<file path="src/common/armCtrl_settings.svh">
`ifndef ARMCTRL_SETTINGS_SVH
`define ARMCTRL_SETTINGS_SVH

// Widths
`define INSTR_WIDTH    32
`define FLAG_WIDTH     4   // NZCV
`define ALU_CTRL_WIDTH 4
`define MASK_WIDTH     4   // one bit per byte lane
`define ADDR_LOW_WIDTH 2   // selects the byte lane

// Instruction field positions
`define COND_HI      31
`define COND_LO      28
`define CLASS_HI     27
`define CLASS_LO     26
`define IBIT         25  // immediate operand / register offset
`define OPC_HI       24
`define OPC_LO       21
`define UBIT         23  // add or subtract offset
`define BBIT         22  // byte access
`define SBIT         20  // set flags
`define LBIT         20  // load, shares the S position
`define REGSHIFT_BIT 4   // register-shifted register operand

// Positions inside NZCV
`define FLAG_N 3
`define FLAG_Z 2
`define FLAG_C 1
`define FLAG_V 0

`endif
</file>
<file path="src/common/armIsaPkg.sv">
`include "armCtrl_settings.svh"

package armIsaPkg;

  // Condition field, NV marks the unconditional space
  typedef enum logic [`COND_HI-`COND_LO:0] {
    EQ, NE, CS, CC, MI, PL, VS, VC,
    HI, LS, GE, LT, GT, LE, AL, NV
  } condCode_t;

  // Data-processing opcodes, same encoding as instr[24:21]
  typedef enum logic [`ALU_CTRL_WIDTH-1:0] {
    OP_AND, OP_EOR, OP_SUB, OP_RSB,
    OP_ADD, OP_ADC, OP_SBC, OP_RSC,
    OP_TST, OP_TEQ, OP_CMP, OP_CMN,
    OP_ORR, OP_MOV, OP_BIC, OP_MVN
  } dpOpcode_t;

  // Class bits instr[27:26]; 11 has no supported form
  typedef enum logic [`CLASS_HI-`CLASS_LO:0] {
    CLS_DP     = 2'b00,
    CLS_LDST   = 2'b01,
    CLS_BRANCH = 2'b10,
    CLS_NONE   = 2'b11
  } instrClass_t;

  // Logical ops leave C and V alone
  function automatic logic isLogical(dpOpcode_t op);
    return op inside {OP_AND, OP_EOR, OP_TST, OP_TEQ,
                      OP_ORR, OP_MOV, OP_BIC, OP_MVN};
  endfunction

  // Compares only update flags
  function automatic logic isCompare(dpOpcode_t op);
    return op inside {OP_TST, OP_TEQ, OP_CMP, OP_CMN};
  endfunction

endpackage

</file>
<file path="src/common/armCtrlPkg.sv">
`include "armCtrl_settings.svh"

package armCtrlPkg;

  // How a flag-setting op builds NZCV
  typedef enum logic {
    FLAG_ARITH = 1'b0,  // all four from the ALU
    FLAG_LOGIC = 1'b1   // N and Z only
  } flagKind_t;

  // Decode to execute
  typedef struct packed {
    armIsaPkg::condCode_t           cond;
    armIsaPkg::dpOpcode_t           opcode;      // instruction opcode field
    logic [`ALU_CTRL_WIDTH-1:0]     aluControl;  // op the ALU runs
    logic                           aluSrc;      // 1 = immediate operand
    logic                           sBit;
    flagKind_t                      flagKind;
    logic                           regWrite;
    logic                           memWrite;
    logic                           memToReg;
    logic                           byteAccess;
    logic                           branch;
  } execCtrl_t;

  // Execute to memory, enables already condition gated
  typedef struct packed {
    logic                   memWrite;
    logic                   memToReg;
    logic                   regWrite;
    logic [`MASK_WIDTH-1:0] byteMask;
    logic                   setFlags;
    logic [`FLAG_WIDTH-1:0] nextFlags;
  } memCtrl_t;

  // Memory to writeback, byte lanes no longer needed
  typedef struct packed {
    logic                   regWrite;
    logic                   memToReg;
    logic                   setFlags;
    logic [`FLAG_WIDTH-1:0] nextFlags;
  } wbCtrl_t;

endpackage

</file>
<file path="src/armCtrlTop.sv">
`timescale 1ns/1ps
`include "armCtrl_settings.svh"

module armCtrlTop (
  input  logic                       clk,
  input  logic                       reset,
  input  logic [`INSTR_WIDTH-1:0]    instr,
  input  logic                       instrValid,
  input  logic                       stall,         // freezes every stage
  input  logic [`FLAG_WIDTH-1:0]     aluFlags,      // NZCV of the op in execute
  input  logic [`ADDR_LOW_WIDTH-1:0] addrLow,       // execute address [1:0]
  output logic [`ALU_CTRL_WIDTH-1:0] aluControlE,
  output logic                       aluSrcE,
  output logic                       branchTakenE,
  output logic                       memWriteM,
  output logic                       memToRegM,
  output logic [`MASK_WIDTH-1:0]     byteMaskM,
  output logic                       regWriteW,
  output logic                       memToRegW,
  output logic [`FLAG_WIDTH-1:0]     flags
);

  armCtrlPkg::execCtrl_t decodedD, exCtrl;
  armCtrlPkg::memCtrl_t  nextMem, memCtrl;
  armCtrlPkg::wbCtrl_t   wbIn, wbCtrl;
  logic                  exValid, memValid, wbValid;

  // ==================================================================
  // Decode
  // ==================================================================
  instrDecoder u_instrDecoder (.instr(instr), .decoded(decodedD));

  pipeStage #(.payload_t(armCtrlPkg::execCtrl_t)) u_exStage (
    .clk(clk), .reset(reset), .stall(stall),
    .inValid(instrValid), .inData(decodedD),
    .outValid(exValid), .outData(exCtrl)
  );

  // ==================================================================
  // Execute
  // ==================================================================
  condExecute u_condExecute (
    .exValid(exValid), .exCtrl(exCtrl),
    .aluFlags(aluFlags), .addrLow(addrLow),
    .memValid(memValid), .memCtrl(memCtrl),
    .wbValid(wbValid), .wbCtrl(wbCtrl),
    .flags(flags),
    .nextMem(nextMem),
    .aluControlE(aluControlE), .aluSrcE(aluSrcE), .branchTakenE(branchTakenE)
  );

  pipeStage #(.payload_t(armCtrlPkg::memCtrl_t)) u_memStage (
    .clk(clk), .reset(reset), .stall(stall),
    .inValid(exValid), .inData(nextMem),
    .outValid(memValid), .outData(memCtrl)
  );

  // ==================================================================
  // Memory
  // ==================================================================
  assign memWriteM = memValid & memCtrl.memWrite;  // bubble never writes
  assign memToRegM = memValid & memCtrl.memToReg;
  assign byteMaskM = memCtrl.byteMask;

  // Byte lanes dropped on the way to writeback
  assign wbIn = '{regWrite:  memCtrl.regWrite,
                  memToReg:  memCtrl.memToReg,
                  setFlags:  memCtrl.setFlags,
                  nextFlags: memCtrl.nextFlags};

  pipeStage #(.payload_t(armCtrlPkg::wbCtrl_t)) u_wbStage (
    .clk(clk), .reset(reset), .stall(stall),
    .inValid(memValid), .inData(wbIn),
    .outValid(wbValid), .outData(wbCtrl)
  );

  // ==================================================================
  // Writeback
  // ==================================================================
  flagsReg u_flagsReg (
    .clk(clk), .reset(reset), .stall(stall),
    .wbValid(wbValid), .wbCtrl(wbCtrl),
    .flags(flags), .regWriteW(regWriteW), .memToRegW(memToRegW)
  );

endmodule

</file>
<file path="src/flagsReg.sv">
`timescale 1ns/1ps
`include "armCtrl_settings.svh"

module flagsReg (
  input  logic                   clk,
  input  logic                   reset,
  input  logic                   stall,
  input  logic                   wbValid,
  input  armCtrlPkg::wbCtrl_t    wbCtrl,
  output logic [`FLAG_WIDTH-1:0] flags,      // NZCV
  output logic                   regWriteW,
  output logic                   memToRegW
);

  // Update at the end of writeback
  always_ff @(posedge clk) begin
    if (reset)
      flags <= '0;
    else if (wbValid && wbCtrl.setFlags && !stall)
      flags <= wbCtrl.nextFlags;  // condition already folded into setFlags
  end

  // Writeback enables, low for a bubble
  assign regWriteW = wbValid & wbCtrl.regWrite;
  assign memToRegW = wbValid & wbCtrl.memToReg;

endmodule

</file>
<file path="src/execute/condExecute.sv">
`timescale 1ns/1ps
`include "armCtrl_settings.svh"

module condExecute (
  input  logic                       exValid,
  input  armCtrlPkg::execCtrl_t      exCtrl,
  input  logic [`FLAG_WIDTH-1:0]     aluFlags,
  input  logic [`ADDR_LOW_WIDTH-1:0] addrLow,
  input  logic                       memValid,
  input  armCtrlPkg::memCtrl_t       memCtrl,
  input  logic                       wbValid,
  input  armCtrlPkg::wbCtrl_t        wbCtrl,
  input  logic [`FLAG_WIDTH-1:0]     flags,
  output armCtrlPkg::memCtrl_t       nextMem,
  output logic [`ALU_CTRL_WIDTH-1:0] aluControlE,
  output logic                       aluSrcE,
  output logic                       branchTakenE
);

  logic [`FLAG_WIDTH-1:0] curFlags;  // flags as seen in program order
  logic [`FLAG_WIDTH-1:0] flagsNext;
  logic                   nFlag, zFlag, cFlag, vFlag;
  logic                   condPass, doIt;

  // ==================================================================
  // Flag forwarding
  // ==================================================================
  // Youngest producer wins
  always_comb begin
    if (memValid && memCtrl.setFlags)
      curFlags = memCtrl.nextFlags;
    else if (wbValid && wbCtrl.setFlags)
      curFlags = wbCtrl.nextFlags;
    else
      curFlags = flags;
  end

  assign nFlag = curFlags[`FLAG_N];
  assign zFlag = curFlags[`FLAG_Z];
  assign cFlag = curFlags[`FLAG_C];
  assign vFlag = curFlags[`FLAG_V];

  // ==================================================================
  // Condition check
  // ==================================================================
  always_comb begin
    case (exCtrl.cond)
      armIsaPkg::EQ: condPass = zFlag;
      armIsaPkg::NE: condPass = ~zFlag;
      armIsaPkg::CS: condPass = cFlag;
      armIsaPkg::CC: condPass = ~cFlag;
      armIsaPkg::MI: condPass = nFlag;
      armIsaPkg::PL: condPass = ~nFlag;
      armIsaPkg::VS: condPass = vFlag;
      armIsaPkg::VC: condPass = ~vFlag;
      armIsaPkg::HI: condPass = cFlag & ~zFlag;
      armIsaPkg::LS: condPass = ~cFlag | zFlag;
      armIsaPkg::GE: condPass = (nFlag == vFlag);
      armIsaPkg::LT: condPass = (nFlag != vFlag);
      armIsaPkg::GT: condPass = ~zFlag & (nFlag == vFlag);
      armIsaPkg::LE: condPass = zFlag | (nFlag != vFlag);
      armIsaPkg::AL: condPass = 1'b1;
      default:       condPass = 1'b0;  // NV never runs
    endcase
  end

  assign doIt = exValid & condPass;

  // Logical ops take only N and Z from the ALU
  assign flagsNext = (exCtrl.flagKind == armCtrlPkg::FLAG_LOGIC)
                   ? {aluFlags[`FLAG_N], aluFlags[`FLAG_Z], cFlag, vFlag}
                   : aluFlags;

  // ==================================================================
  // Memory payload
  // ==================================================================
  assign nextMem.memWrite  = doIt & exCtrl.memWrite;
  assign nextMem.memToReg  = exValid & exCtrl.memToReg;
  assign nextMem.regWrite  = doIt & exCtrl.regWrite;
  assign nextMem.setFlags  = doIt & exCtrl.sBit;
  assign nextMem.nextFlags = flagsNext;
  // One lane for byte access, all four for a word
  assign nextMem.byteMask  = exCtrl.byteAccess ? (`MASK_WIDTH'(1) << addrLow)
                                               : {`MASK_WIDTH{1'b1}};

  // Execute-stage outputs to the datapath
  assign aluControlE  = exCtrl.aluControl;
  assign aluSrcE      = exCtrl.aluSrc;
  assign branchTakenE = doIt & exCtrl.branch;

endmodule

</file>
<file path="src/pipeStage.sv">
`timescale 1ns/1ps

module pipeStage #(
  parameter type payload_t = logic
) (
  input  logic     clk,
  input  logic     reset,
  input  logic     stall,
  input  logic     inValid,
  input  payload_t inData,
  output logic     outValid,
  output payload_t outData
);

  // Valid bit, cleared on reset
  always_ff @(posedge clk) begin
    if (reset)
      outValid <= 1'b0;
    else if (!stall)
      outValid <= inValid;  // bubble when inValid low
  end

  // Payload follows valid
  always_ff @(posedge clk) begin
    if (!stall)
      outData <= inData;
  end

endmodule

</file>
<file path="src/decode/instrDecoder.sv">
`timescale 1ns/1ps
`include "armCtrl_settings.svh"

module instrDecoder (
  input  logic [`INSTR_WIDTH-1:0] instr,
  output armCtrlPkg::execCtrl_t   decoded
);

  armIsaPkg::condCode_t   cond;
  armIsaPkg::dpOpcode_t   opcode;
  armIsaPkg::instrClass_t rawClass;  // straight from the class bits
  armIsaPkg::instrClass_t iClass;    // after form checks
  logic                   dpForm, ldstForm, branchForm;

  assign cond     = armIsaPkg::condCode_t'(instr[`COND_HI:`COND_LO]);
  assign opcode   = armIsaPkg::dpOpcode_t'(instr[`OPC_HI:`OPC_LO]);
  assign rawClass = armIsaPkg::instrClass_t'(instr[`CLASS_HI:`CLASS_LO]);

  // Immediate, or register shifted by immediate
  // Compare without S is the misc space (MRS, MSR, BX, CLZ)
  assign dpForm = (instr[`IBIT] | ~instr[`REGSHIFT_BIT])
                & (instr[`SBIT] | ~armIsaPkg::isCompare(opcode));

  // Register offset with bit 4 set is undefined
  assign ldstForm = ~(instr[`IBIT] & instr[`REGSHIFT_BIT]);

  // 100 is LDM/STM
  assign branchForm = instr[`IBIT];

  // Classify, anything unrecognised or NV becomes a no-op
  always_comb begin
    iClass = armIsaPkg::CLS_NONE;
    if (cond != armIsaPkg::NV) begin
      case (rawClass)
        armIsaPkg::CLS_DP:     if (dpForm)     iClass = armIsaPkg::CLS_DP;
        armIsaPkg::CLS_LDST:   if (ldstForm)   iClass = armIsaPkg::CLS_LDST;
        armIsaPkg::CLS_BRANCH: if (branchForm) iClass = armIsaPkg::CLS_BRANCH;
        default:               iClass = armIsaPkg::CLS_NONE;
      endcase
    end
  end

  // ==================================================================
  // Control payload
  // ==================================================================
  always_comb begin
    decoded            = '0;  // no-op unless a form below matches
    decoded.cond       = cond;
    decoded.opcode     = opcode;
    decoded.aluControl = armIsaPkg::OP_ADD;
    decoded.flagKind   = armCtrlPkg::FLAG_ARITH;
    case (iClass)
      armIsaPkg::CLS_DP: begin
        decoded.aluControl = opcode;
        decoded.aluSrc     = instr[`IBIT];
        decoded.sBit       = instr[`SBIT];
        if (armIsaPkg::isLogical(opcode))
          decoded.flagKind = armCtrlPkg::FLAG_LOGIC;  // keeps C and V
        decoded.regWrite   = ~armIsaPkg::isCompare(opcode);
      end
      armIsaPkg::CLS_LDST: begin
        // Offset direction from U
        decoded.aluControl = instr[`UBIT] ? armIsaPkg::OP_ADD : armIsaPkg::OP_SUB;
        decoded.aluSrc     = ~instr[`IBIT];  // I clear means 12-bit immediate
        decoded.regWrite   = instr[`LBIT];
        decoded.memToReg   = instr[`LBIT];
        decoded.memWrite   = ~instr[`LBIT];
        decoded.byteAccess = instr[`BBIT];
      end
      armIsaPkg::CLS_BRANCH: begin
        decoded.aluSrc = 1'b1;  // PC plus offset
        decoded.branch = 1'b1;
      end
      default: begin
        decoded.aluSrc = 1'b0;  // every enable stays low
      end
    endcase
  end

endmodule

</file>
<file path="config.mk">
export PLATFORM = sky130hd
export DESIGN_NAME = armCtrlTop
export DESIGN_NICKNAME = d
export VERILOG_FILES = /design/src/common/armIsaPkg.sv /design/src/common/armCtrlPkg.sv /design/src/armCtrlTop.sv /design/src/flagsReg.sv /design/src/execute/condExecute.sv /design/src/pipeStage.sv /design/src/decode/instrDecoder.sv
export VERILOG_INCLUDE_DIRS = /design/src /design/src/common
export SDC_FILE = /design/constraint.sdc
export NUM_CORES = 1
export LEC_CHECK = 0
export BUFFER_PORTS_ARGS = -buffer_cell sky130_fd_sc_hd__buf_4
export CORE_AREA = 4 4 68 70
export DETAILED_ROUTE_END_ITERATION = 10
export DIE_AREA = 0 0 72 74
export PLACE_DENSITY = 0.82
export SLEW_MARGIN = 20
export SYNTH_ARGS = -nofsm -noshare
export SYNTH_HDL_FRONTEND = slang
export SYNTH_SLANG_ARGS = --single-unit
</file>
<file path="constraint.sdc">
create_clock -name clk -period 4.6 [get_ports clk]
set_input_delay 0.92 -clock clk [delete_from_list [all_inputs] [get_ports clk]]
set_output_delay 0.92 -clock clk [all_outputs]
set_load 0.05 [all_outputs]
</file>
# Yosys cells after proc, flatten, opt, wreduce, memory -nomap -nowiden
# Index checks and enable logic that the tools add are counted.
# op_classes
eq_ne	30
n_shift	1
muxes	15
bitwise_logic	26
reduce_logical	10
# ops
operator	count
4-bit == test (second input constant)	15
4-bit by 3-bit == test with 1-bit output (second input constant)	4
1-bit case mux with 15 select lines	1
1-bit bitwise AND	14
4-bit by 1-bit == test with 1-bit output (second input constant)	2
4-bit by 2-bit == test with 1-bit output (second input constant)	2
4-bit logical NOT	2
2-bit 2-to-1 mux	4
4-bit 2-to-1 mux	2
1-bit NOT	8
4-bit case mux with 2 select lines	1
8-bit nonzero test	1
2-bit case mux with 3 select lines	1
2-bit by 1-bit == test with 1-bit output (second input constant)	2
2-bit == test (second input constant)	2
2-bit logical NOT	2
4-bit inequality test (second input constant)	1
1-bit OR	4
4-bit nonzero test	1
1-bit by 2-bit << shifter with 4-bit output (first input constant)	1
1-bit logical AND	3
1-bit 2-to-1 mux	3
3-bit 2-to-1 mux	1
1-bit case mux with 3 select lines	1
4 further kinds	4
# word_totals
reg_bits	42
in_bits	42
out_inout_bits	18
elab_cells	106

# Depth between registers and ports, before layout
# Gate-level depths: netlist of the first run.
# logic_depth
word_depth	10
mapped_depth	7
ltp_nobuf	6

# Hierarchy
# From an unflattened synthesis of the first run, not the netlist that was laid out.
# unflattened
hier_cells	198
area_unflattened_um2	2337.2
# modules_own_cells
mod	instances	cells_each	area_each_um2	seq_area_each_um2
pipeStage (u_exStage)	1	24	638.1	620.6
condExecute	1	85	561.8	0.0
pipeStage (u_memStage)	1	16	397.9	380.4
instrDecoder	1	40	274.0	0.0
pipeStage (u_wbStage)	1	11	247.7	230.2
flagsReg	1	20	205.2	80.1
armCtrlTop	1	2	12.5	0.0

# Worst setup path before layout of the first run
# Ideal clock, no wire load.
# synth_path
kind	register -> output
start	register u_flagsReg.flags[3]
end	output port branchTakenE
t_arrival_ns	2.135
required_ns	3.680
slack_ns	1.545
stages_incl_launch_ff	7
n_path_buf	0
cell_sequence	dfxtp_1 > xor2_1 > mux2i_1 > o21ai_0 > or4b_1 > o2111a_2 > nor2b_2
# synth_between
elab_chain_len	7
elab_cells_between_ends	10
classes_between	eq/ne: 2; mux: 3; bitwise: 5
# synth_lines
element	line_no	rtl
start: declaration	flagsReg.sv:10	output logic [`FLAG_WIDTH-1:0] flags,
start signal: assignment	flagsReg.sv:20	flags <= wbCtrl.nextFlags;
4-bit 2-to-1 mux *	condExecute.sv:32	else if (wbValid && wbCtrl.setFlags)
4-bit 2-to-1 mux *	condExecute.sv:30	if (memValid && memCtrl.setFlags)
1-bit inequality test / 1-bit == test (equally long branches)	-	
1-bit OR / 1-bit bitwise AND (equally long branches)	condExecute.sv:61, condExecute.sv:60	
1-bit case mux with 15 select lines *	condExecute.sv:47	case (exCtrl.cond)
1-bit bitwise AND *	condExecute.sv:67	assign doIt = exValid & condPass;
1-bit bitwise AND *	condExecute.sv:89	assign branchTakenE = doIt & exCtrl.branch;
end: declaration	armCtrlTop.sv:14	output logic branchTakenE,
# Every way passes the cells marked *; elsewhere a longest branch is shown, timed or not.

# Worst setup path after layout of the first run
# layout_path
start	register u_exStage.outData[16] (netlist name)
end	output port branchTakenE
# layout_between
elab_chain_len	4
elab_cells_between_ends	18
classes_between	eq/ne: 14; mux: 1; bitwise: 2; reduce/logical: 1
# layout_lines
element	line_no	rtl
start: declaration	pipeStage.sv:12	output payload_t outData
start signal: assignment	pipeStage.sv:26	outData <= inData;
4-bit == test (tied with other cells)	condExecute.sv:47	
1-bit case mux with 15 select lines *	condExecute.sv:47	
1-bit bitwise AND *	condExecute.sv:67	
1-bit bitwise AND *	condExecute.sv:89	
# Marked as above.

==> impl_metrics.py, run 1 <==
metrics = {
    "clock_network": {
        "clock_insertion_delay_worst_skew_ps": 290,
        "cts_hold_buf": 0,
        "cts_buffer_depth": 2,
        "cts-htree-levels": 2,
        "clock-sinks": 42,
        "cts_resized": 0,
        "cts_setup_buffers": 0,
        "numCtsBuffers": 5,
        "root_buffer": "clkbuf_8",
        "cts_tree": "done",
        "clk_pin_slew_worst_paths_ps": 80,
    },
    "route": {
        "dr.pass1.iters": 4,
        "drc": 0,
        "postRouteAntennaNets": 0,
        "via_per_inst": 5.57,
        "first_iter_violations": 70,
        "drt_wl_total_um": 3800,
        "vias": 1525,
        "wl_per_cell_um": 13.9,
    },
    "timing": {
        "hold_violations": 0,
        "timing.fmax_ghz": 0.305,
        "relSlewSlack_pct": 60.1,
        "period_share_pct": 71.2,
        "slew_violations": 0,
        "finClkSkew_ps": 7.99,
        "setup_viol": 0,
        "worst_pin_slew_ps": 594,
        "tns_ps": 0,
        "min_period_ps": 3270,
        "setup_ws_ps": 1330,
        "rsz0062_at_grt": "no",
    },
    "hold_path": {
        "min_path_cells": 0,
        "hp-class": "reg2reg",
        "hold_path_end": "u_wbStage.outData[5]$_DFFE_PN_",
        "min_from": "u_memStage.outData[10]$_DFFE_PN_",
    },
    "layout": {
        "mostFrequentLayoutCells": "buf_4, edfxtp_1, nand2_1",
        "mostFrequentLayoutCell": "buf_4",
        "stdcell_area_um2": 2500,
        "drive_above_1_share_pct": 27.2,
        "nets": 265,
        "final_cells": 274,
        "syn_to_final_growth_pct": 18.2,
        "antenna_cells": 0,
    },
    "run": {
        "maxCapViolCount": 0,
    },
    "yosys": {
        "synth.largest_area_cell": "edfxtp_1",
        "avgSynthCellArea_um2": 11.2,
        "netlist_area_um2": 2110,
        "syn_nets": 231,
        "yosysTopAreaCellShare_pct": 49.7,
        "async_flop_share_pct": 0,
        "yosysWarnings": 0,
        "yosys-top-cells-area": "edfxtp_1, dfxtp_1, mux2i_1",
        "synth_seq_cells": 42,
        "synth_top_flop_cell": "edfxtp_1",
        "syn-instance-count": 189,
        "yosysSeqAreaShare_pct": 56.3,
        "synth_edf_count": 35,
        "yosysUniqueCellTypes": 53,
    },
    "placement": {
        "dp_cells": 266,
        "gp_congestion": 0.929,
        "place_area_um2": 2390,
        "dp_slack_ps": 1670,
        "dp.final_hpwl_um": 2850,
        "port_buffers": 40,
    },
    "worst_setup_path": {
        "cpLargestDelayFamily": "simple AND/OR/NAND/NOR gates",
        "startpoint_type": "flip-flop",
        "worstReg2RegEnd": "u_memStage.outData[9]$_DFFE_PN_",
        "path_cells": "inv_2, or4_1, mux2i_1, o31ai_1, o2111a_2, nor2b_2, buf_4",
        "crit_start": "u_exStage.outData[16]$_DFFE_PN_",
        "crit_buf_inv": 2,
        "worstSetupPathType": "reg2out",
        "end_kind": "output pin",
        "path_max_fanout": 9,
        "critPathMaxStageDelay_ps": 530,
        "rr_worst_depth": 6,
        "worst_ep_arrival_time_ps": 2350,
        "rrSetupSlack_ps": 2540,
        "required_ps": 3680,
        "cp_slowest_cell": "edfxtp_1",
        "r2r-start": "u_memStage.outValid$_SDFFE_PP0N_",
    },
    "grt": {
        "grt_max_degree": 23,
        "grt_pass1_vias": 1397,
        "grt.total_usage_pct": 15.4,
        "grt_overflow": 0,
        "antenna_found_initial": 0,
        "grt_pass1_wl_um": 6320,
    },
    "floorplan": {
        "rows": 23,
        "start_util_pct": 53.2,
        "die_y_um": 74,
        "core_area_um2": 3970,
        "fp.dieW_um": 72,
        "dieArea_um2": 5330,
        "io_pins": 60,
    },
    "status": {
        "outcome": "complete, no violations",
    },
    "pwr": {
        "leakage_nw": 1.03,
        "power_uw": 842,
        "p_per_area_nw_per_um2": 337,
        "ir_drop_mv": 0.186,
    },
}
==> logic make-up after synthesis <==
logic type	count (synthesis)	synth area share (%)
simple gates	67	17.8
xor+xnor	3	1.24
mux	8	3.79
buf+inv	23	6.09
compound gates	46	14.7
flops	42	56.3
==> synth_stat cells (2+ instances only) <==
cell and number:
nor4_1 3, o21ai_1 3, inv_2 2, a211oi_1 3, nor2b_1 3, o21a_1 2
and2_1 7, and3_1 4, or4_1 2, clkbuf_1 3, buf_4 9, inv_1 7
a21oi_1 8, nor3_1 4, a21o_1 2, edfxtp_1 35, a311oi_1 2, xor2_1 2
nor3b_1 2, nand3_1 5, and2_2 2, nand2_1 15, dfxtp_1 7, nor2_1 11
mux2i_1 8, o21ai_0 11
==> routing by layer <==
layer,global-route usage [%],vias up,share of wire (%)
li1,-,763,-
met1,18.8,700,43
met2,26.0,57,48
met3,4.19,5,7.4
met4,6.47,0,1.4
met5,0,-,0
==> power by group <==
group / internal [mW] / switching, mW / leakage (nW)
combinational: 0.0410 / 0.0619 / 0.577
clock: 0.162 / 0.122 / 0.0514
sequential: 0.438 / 0.0168 / 0.400
total: 0.641 / 0.201 / 1.03
==> final cells by class <==
cell class | instances | area [µm²]
Timing Repair Buffer | 41 | 308
Sequential cell | 42 | 1190
Multi-Input combinational cell | 124 | 795
Fill cell | 327 | 1470
Clock buffer | 6 | 72.6
Clock inverter | 2 | 37.5
Inverter | 9 | 33.8
Tap cell | 50 | 62.6
==> stage by stage <==
step	utilization, %	hold slack, ps
2_1_floorplan	-	400
3_3_place_gp	60.2	410
3_5_place_dp	60.2	432
4_1_cts	62.9	451
5_1_grt	62.9	465
6_report	62.9	449
==> worst max-delay path by stage <==
stage                         to  cells after the start
global route        branchTakenE                      7
detailed placement  branchTakenE                      7
floorplan           branchTakenE                      6
global placement    branchTakenE                      7
CTS                 branchTakenE                      7
finish              branchTakenE                      7
==> registers in the layout, summed over array words and instances, names as in the netlist <==
signal	flops
u_exStage.outValid	1
u_memStage.outValid	1
u_wbStage.outValid	1
u_memStage.outData	12
u_exStage.outData	16
u_wbStage.outData	7
u_flagsReg.flags	4
(Power assumes the default switching activity.)
==> inputs of run 2 (changes only) <==
- CORE_AREA: 4 4 68 70 -> 4 4 70 72
- DIE_AREA: 0 0 72 74 -> 0 0 74 76
- PLACE_DENSITY: 0.82 -> 0.78
- clock period: 4.6 -> 3.13 ns (I/O delays scaled with it)
==> run 2 against run 1 <==
Routed wire length increased by 1.2%; first-iteration DRC count decreased by 4.3%; register-to-register slack got worse by 1500 ps; flip-flop and latch count unchanged; count of clock-buffer cells in the layout unchanged; die area increased by 5.6%; total power increased by 36%; critical endpoint unchanged.
==> impl_metrics.py, run 2 (synthesized netlist as in run 1, its figures left out) <==
metrics = {
    "worst_setup_path": {
        "rr_worst_depth": 6,
        "worstSetupPathType": "reg2out",
        "end_kind": "output pin",
        "required_ps": 2500,
        "startpoint_type": "flip-flop",
        "path_max_fanout": 9,
        "rrSetupSlack_ps": 1070,
        "worst_ep_arrival_time_ps": 2340,
        "worstReg2RegEnd": "u_memStage.outData[9]$_DFFE_PN_",
        "r2r-start": "u_memStage.outValid$_SDFFE_PP0N_",
    },
    "clock_network": {
        "cts-htree-levels": 2,
        "cts_buffer_depth": 2,
        "cts_setup_buffers": 0,
        "cts_tree": "done",
        "root_buffer": "clkbuf_8",
        "cts_hold_buf": 0,
        "cts_resized": 0,
        "clk_pin_slew_worst_paths_ps": 80,
        "numCtsBuffers": 5,
        "clock_insertion_delay_worst_skew_ps": 290,
        "clock-sinks": 42,
    },
    "route": {
        "drc": 0,
        "drt_wl_total_um": 3850,
        "postRouteAntennaNets": 0,
        "wl_per_cell_um": 13.9,
        "first_iter_violations": 67,
        "dr.pass1.iters": 4,
        "via_per_inst": 5.54,
        "vias": 1528,
    },
    "layout": {
        "drive_above_1_share_pct": 26.8,
        "num-fill-cells": 392,
        "nets": 265,
        "regMostFlops": "u_exStage.outData",
        "largest_reg_flops": 16,
        "top_regs": "u_exStage.outData: 16 flops, u_memStage.outData: 12 flops, u_wbStage.outData: 7 flops",
        "mostFrequentLayoutCell": "buf_4",
        "antenna_cells": 0,
        "syn_to_final_growth_pct": 17.0,
        "mostFrequentLayoutCells": "buf_4, edfxtp_1, nand2_1",
    },
    "pwr": {
        "leakage_nw": 1.02,
        "power_mw": 1.15,
        "ir_drop_mv": 0.252,
        "p_per_area_nw_per_um2": 465,
    },
    "timing": {
        "relSlewSlack_pct": 61.8,
        "period_share_pct": 94.9,
        "worst_pin_slew_ps": 568,
        "rsz0062_at_grt": "no",
        "timing.fmax_ghz": 0.337,
        "min_period_ps": 2970,
        "tns_ps": 0,
        "setup_viol": 0,
        "hold_violations": 0,
        "slew_violations": 0,
        "finClkSkew_ps": 8.77,
    },
    "run": {
        "maxCapViolCount": 0,
    },
    "placement": {
        "gp_congestion": 0.830,
        "port_buffers": 40,
        "dp.final_hpwl_um": 2820,
    },
    "floorplan": {
        "core_area_um2": 4290,
        "io_pins": 60,
        "die_y_um": 76,
        "fp.dieW_um": 74,
        "dieArea_um2": 5620,
        "rows": 24,
        "start_util_pct": 49.2,
    },
    "grt": {
        "grt_max_degree": 36,
        "grt.total_usage_pct": 14.5,
        "antenna_found_initial": 0,
        "grt_pass1_wl_um": 6290,
        "grt_overflow": 0,
        "grt_pass1_vias": 1395,
    },
    "hold_path": {
        "min_path_cells": 0,
        "hold_path_end": "u_wbStage.outData[6]$_DFFE_PN_",
        "min_from": "u_memStage.outData[9]$_DFFE_PN_",
        "hp-class": "reg2reg",
    },
    "status": {
        "outcome": "complete, no violations",
    },
}
[run 2: cell count changes in the layout (fill, tap and decap cells not counted), sizes merged]
cell / previous run / this run
bufinv: 1 / 0
clkinv: 0 / 2
clkinvlp: 1 / 0
[run 2: worst max-delay path by stage]
stage | startpoint | end | depth (start not counted)
2_1_floorplan | u_flagsReg.flags[3]$_SDFFE_PP0P_ | branchTakenE | 6
3_5_place_dp | u_exStage.outData[16]$_DFFE_PN_ | branchTakenE | 7
5_1_grt | u_exStage.outData[16]$_DFFE_PN_ | branchTakenE | 7
3_3_place_gp | u_exStage.outData[16]$_DFFE_PN_ | branchTakenE | 7
6_report | u_exStage.outData[16]$_DFFE_PN_ | branchTakenE | 7
4_1_cts | u_exStage.outData[16]$_DFFE_PN_ | branchTakenE | 7
[run 2: area by class of cell]
type	instances	area, µm²	area share (%)
repair buffers	41	308	12.4
multi-input cells	124	795	32.1
clock buffers	6	72.6	2.93
clock inverters	2	8.76	0.354
well taps	52	65.1	2.63
inverters	9	33.8	1.37
flip-flops and latches	42	1190	48.2
[run 2: metrics by stage]
step                      worst slack [ps]  cell area [µm²]  utilization, %  hold WS, ps  std cells
final                                  159             2470            57.6          426        276
after global routing                  30.3             2470            57.6          438        276
after CTS                              162             2470            57.6          428        276
after detailed placement               494             2390            55.7          418        268
after global placement                 511             2390            55.7          406        268
after floorplan                        369             2110               -          400        189
[run 2: critical path, stage by stage (launching register included)]
cell,delay (ps)
edfxtp_1,540
inv_2,140
or4_1,510
mux2i_1,150
o31ai_1,90
o2111a_2,290
nor2b_2,130
buf_4,200
[run 2: power breakdown]
group | internal (mW) | switching, mW | leakage (nW) | total [mW]
logic | 0.0602 | 0.0900 | 0.577 | 0.150
clock network | 0.153 | 0.175 | 0.0426 | 0.328
registers | 0.645 | 0.0259 | 0.400 | 0.671
total | 0.858 | 0.291 | 1.02 | 1.15
[run 2: layer usage]
metal  wire, µm  vias up  track usage (%)  share of wire (%)
met2       1790       54             22.2                 47
met3        268        7             4.22                7.0
met5          0        -                0                  0
met1       1710      700             18.3                 45
met4         70        0             7.43                1.8
li1           -      767                -                  -
==> inputs of run 3 (changes only) <==
- SETUP_SLACK_MARGIN: default -> 0.4
==> run 3 against run 2 <==
Die area is the same; utilization grew 3.7 points; non-clock buffer count grew 8; worst setup slack gained 140 ps; maximum frequency grew 5.1%; worst hold slack gained 1.7 ps; critical path depth is the same; flip-flop and latch count is the same; largest cell class unchanged; highest routed layer unchanged; register-to-register slack is essentially flat; global-route usage grew 1.6 points; routed wire length grew 13%.
==> impl_metrics.py, run 3 (synthesized netlist as in run 1, its figures left out) <==
metrics = {
    "status": {
        "outcome": "complete, no violations",
    },
    "floorplan": {
        "rows": 24,
        "die_y_um": 76,
        "core_area_um2": 4290,
        "fp.dieW_um": 74,
        "start_util_pct": 49.2,
        "io_pins": 60,
        "dieArea_um2": 5620,
    },
    "pwr": {
        "p_int_uw": 958,
        "netSwitchingPower_uw": 317,
        "p_per_area_nw_per_um2": 484,
        "leakage_nw": 1.08,
        "ir_drop_mv": 0.255,
        "clkPwrFrac_pct": 33.7,
        "p_sw_share_pct": 24.8,
        "pwr-share-seq_pct": 52.4,
        "combPwrFrac_pct": 14.0,
    },
    "clock_network": {
        "cts_tree": "done",
        "clock_insertion_delay_worst_skew_ps": 300,
        "root_buffer": "clkbuf_8",
        "clk_pin_slew_worst_paths_ps": 80,
        "clock-sinks": 42,
        "cts_buffer_depth": 2,
        "numCtsBuffers": 5,
        "cts-htree-levels": 2,
    },
    "layout": {
        "regMostFlops": "u_exStage.outData",
        "mostFrequentLayoutCells": "buf_4, edfxtp_1, nand2_1",
        "nets": 274,
        "syn_to_final_growth_pct": 24.5,
        "drive_above_1_share_pct": 35.6,
        "largest_reg_flops": 16,
        "antenna_cells": 0,
        "top_regs": "u_exStage.outData: 16 flops, u_memStage.outData: 12 flops, u_wbStage.outData: 7 flops",
        "stdcell_area_um2": 2630,
        "mostFrequentLayoutCell": "buf_4",
    },
    "placement": {
        "port_buffers": 40,
        "dp.final_hpwl_um": 2980,
        "gp_congestion": 0.792,
        "place_area_um2": 2400,
    },
    "grt": {
        "antenna_found_initial": 0,
        "grt.total_usage_pct": 16.1,
        "grt_overflow": 0,
        "grt_pass1_vias": 1435,
        "grt_pass1_wl_um": 6980,
        "grt_max_degree": 36,
    },
    "worst_setup_path": {
        "path_cells": "inv_2, or4_1, mux2i_1, o31ai_1, o2111a_2, nor2b_4, buf_8",
        "worst_ep_arrival_time_ps": 2200,
        "required_ps": 2500,
        "startpoint_type": "flip-flop",
        "worstSetupPathType": "reg2out",
        "path_max_fanout": 6,
        "cp_slowest_cell": "or4_1",
        "critPathMaxStageDelay_ps": 510,
        "end_kind": "output pin",
    },
    "timing": {
        "tns_ps": 0,
        "setup_viol": 0,
        "timing.fmax_ghz": 0.354,
        "rsz0062_at_grt": "yes",
        "period_share_pct": 90.3,
        "finClkSkew_ps": 8.12,
        "min_period_ps": 2830,
        "worst_pin_slew_ps": 648,
        "hold_violations": 0,
        "relSlewSlack_pct": 56.4,
        "slew_violations": 0,
    },
    "route": {
        "first_iter_violations": 91,
        "vias": 1613,
        "drc": 0,
        "drt_wl_total_um": 4350,
        "via_per_inst": 5.66,
        "dr.pass1.iters": 4,
        "postRouteAntennaNets": 0,
        "wl_per_cell_um": 15.3,
    },
    "hold_path": {
        "hp-class": "reg2reg",
    },
    "run": {
        "maxCapViolCount": 0,
    },
}
run 3: cell types whose count changed in the layout (fill, tap and decap cells not counted), sizes merged:
cell / previous run / this run
clkbuf: 6 / 5
bufinv: 0 / 1
clkinv: 2 / 1
inv: 9 / 10
nand2: 16 / 17
buf: 41 / 49
run 3: per-layer routing:
layer / up-vias / track usage (%) / share of wire (%) / routed length, µm
met5: - / 0 / 0 / 0
met2: 65 / 24.9 / 50 / 2160
li1: 784 / - / - / -
met3: 7 / 4.75 / 7.3 / 316
met1: 757 / 20.9 / 41 / 1790
met4: 0 / 6.52 / 1.9 / 82
run 3: timing repair:
action,CTS,global route
hold buffers,0,0
endpoints found under the setup margin,1,1
cloned,1,0
buffers inserted,8,0
pin swaps,6,3
gates resized for setup,10,6
run 3: critical path: cells and delay by family (launching register included):
| family | cells | cell delay (ps) |
|---|---|---|
| compound gates | 2 | 370 |
| buf+inv | 2 | 250 |
| flops | 1 | 470 |
| mux | 1 | 160 |
| simple gates | 2 | 640 |
run 3: cell type report:
cell class              instances  area, µm²
fillers                       369       1660
inverters                       9       33.8
clock buffers                   5       68.8
flip-flops and latches         42       1190
multi-input cells             125        852
repair buffers                 49        375
well taps                      52       65.1
clock inverters                 3       43.8
run 3: path summary, 6_finish.rpt:
| kind | start | to | slack [ps] | depth (start not counted) |
|---|---|---|---|---|
| setup reg to reg | u_wbStage.outData[4]$_DFFE_PN_ | u_memStage.outData[11]$_DFFE_PN_ | 1060 | 7 |
| hold / removal | u_memStage.outData[9]$_DFFE_PN_ | u_wbStage.outData[6]$_DFFE_PN_ | 430 | 0 |
| hold reg to reg | u_memStage.outData[9]$_DFFE_PN_ | u_wbStage.outData[6]$_DFFE_PN_ | 430 | 0 |
| setup / recovery | u_exStage.outData[17]$_DFFE_PN_ | branchTakenE | 300 | 7 |
run 3: per-stage QoR:
stage | util [%] | instances | hold slack (ps) | total power [mW] | setup slack [ps]
after floorplan | - | 189 | 400 | 0.784 | 513
after global placement | 55.8 | 268 | 410 | 0.830 | 515
after detailed placement | 55.8 | 268 | 408 | 0.836 | 504
after CTS | 60.8 | 285 | 430 | 1.29 | 324
after global routing | 61.3 | 285 | 447 | 1.33 | 224
final | 61.3 | 285 | 428 | 1.27 | 303
run 3: power groups by stage:
stage,Clock (mW),Combinational [mW],Sequential (mW)
floorplan,0,0.108,0.677
global placement,0,0.149,0.681
detailed placement,0,0.153,0.683
CTS,0.443,0.176,0.667
global route,0.466,0.191,0.671
finish,0.429,0.178,0.667
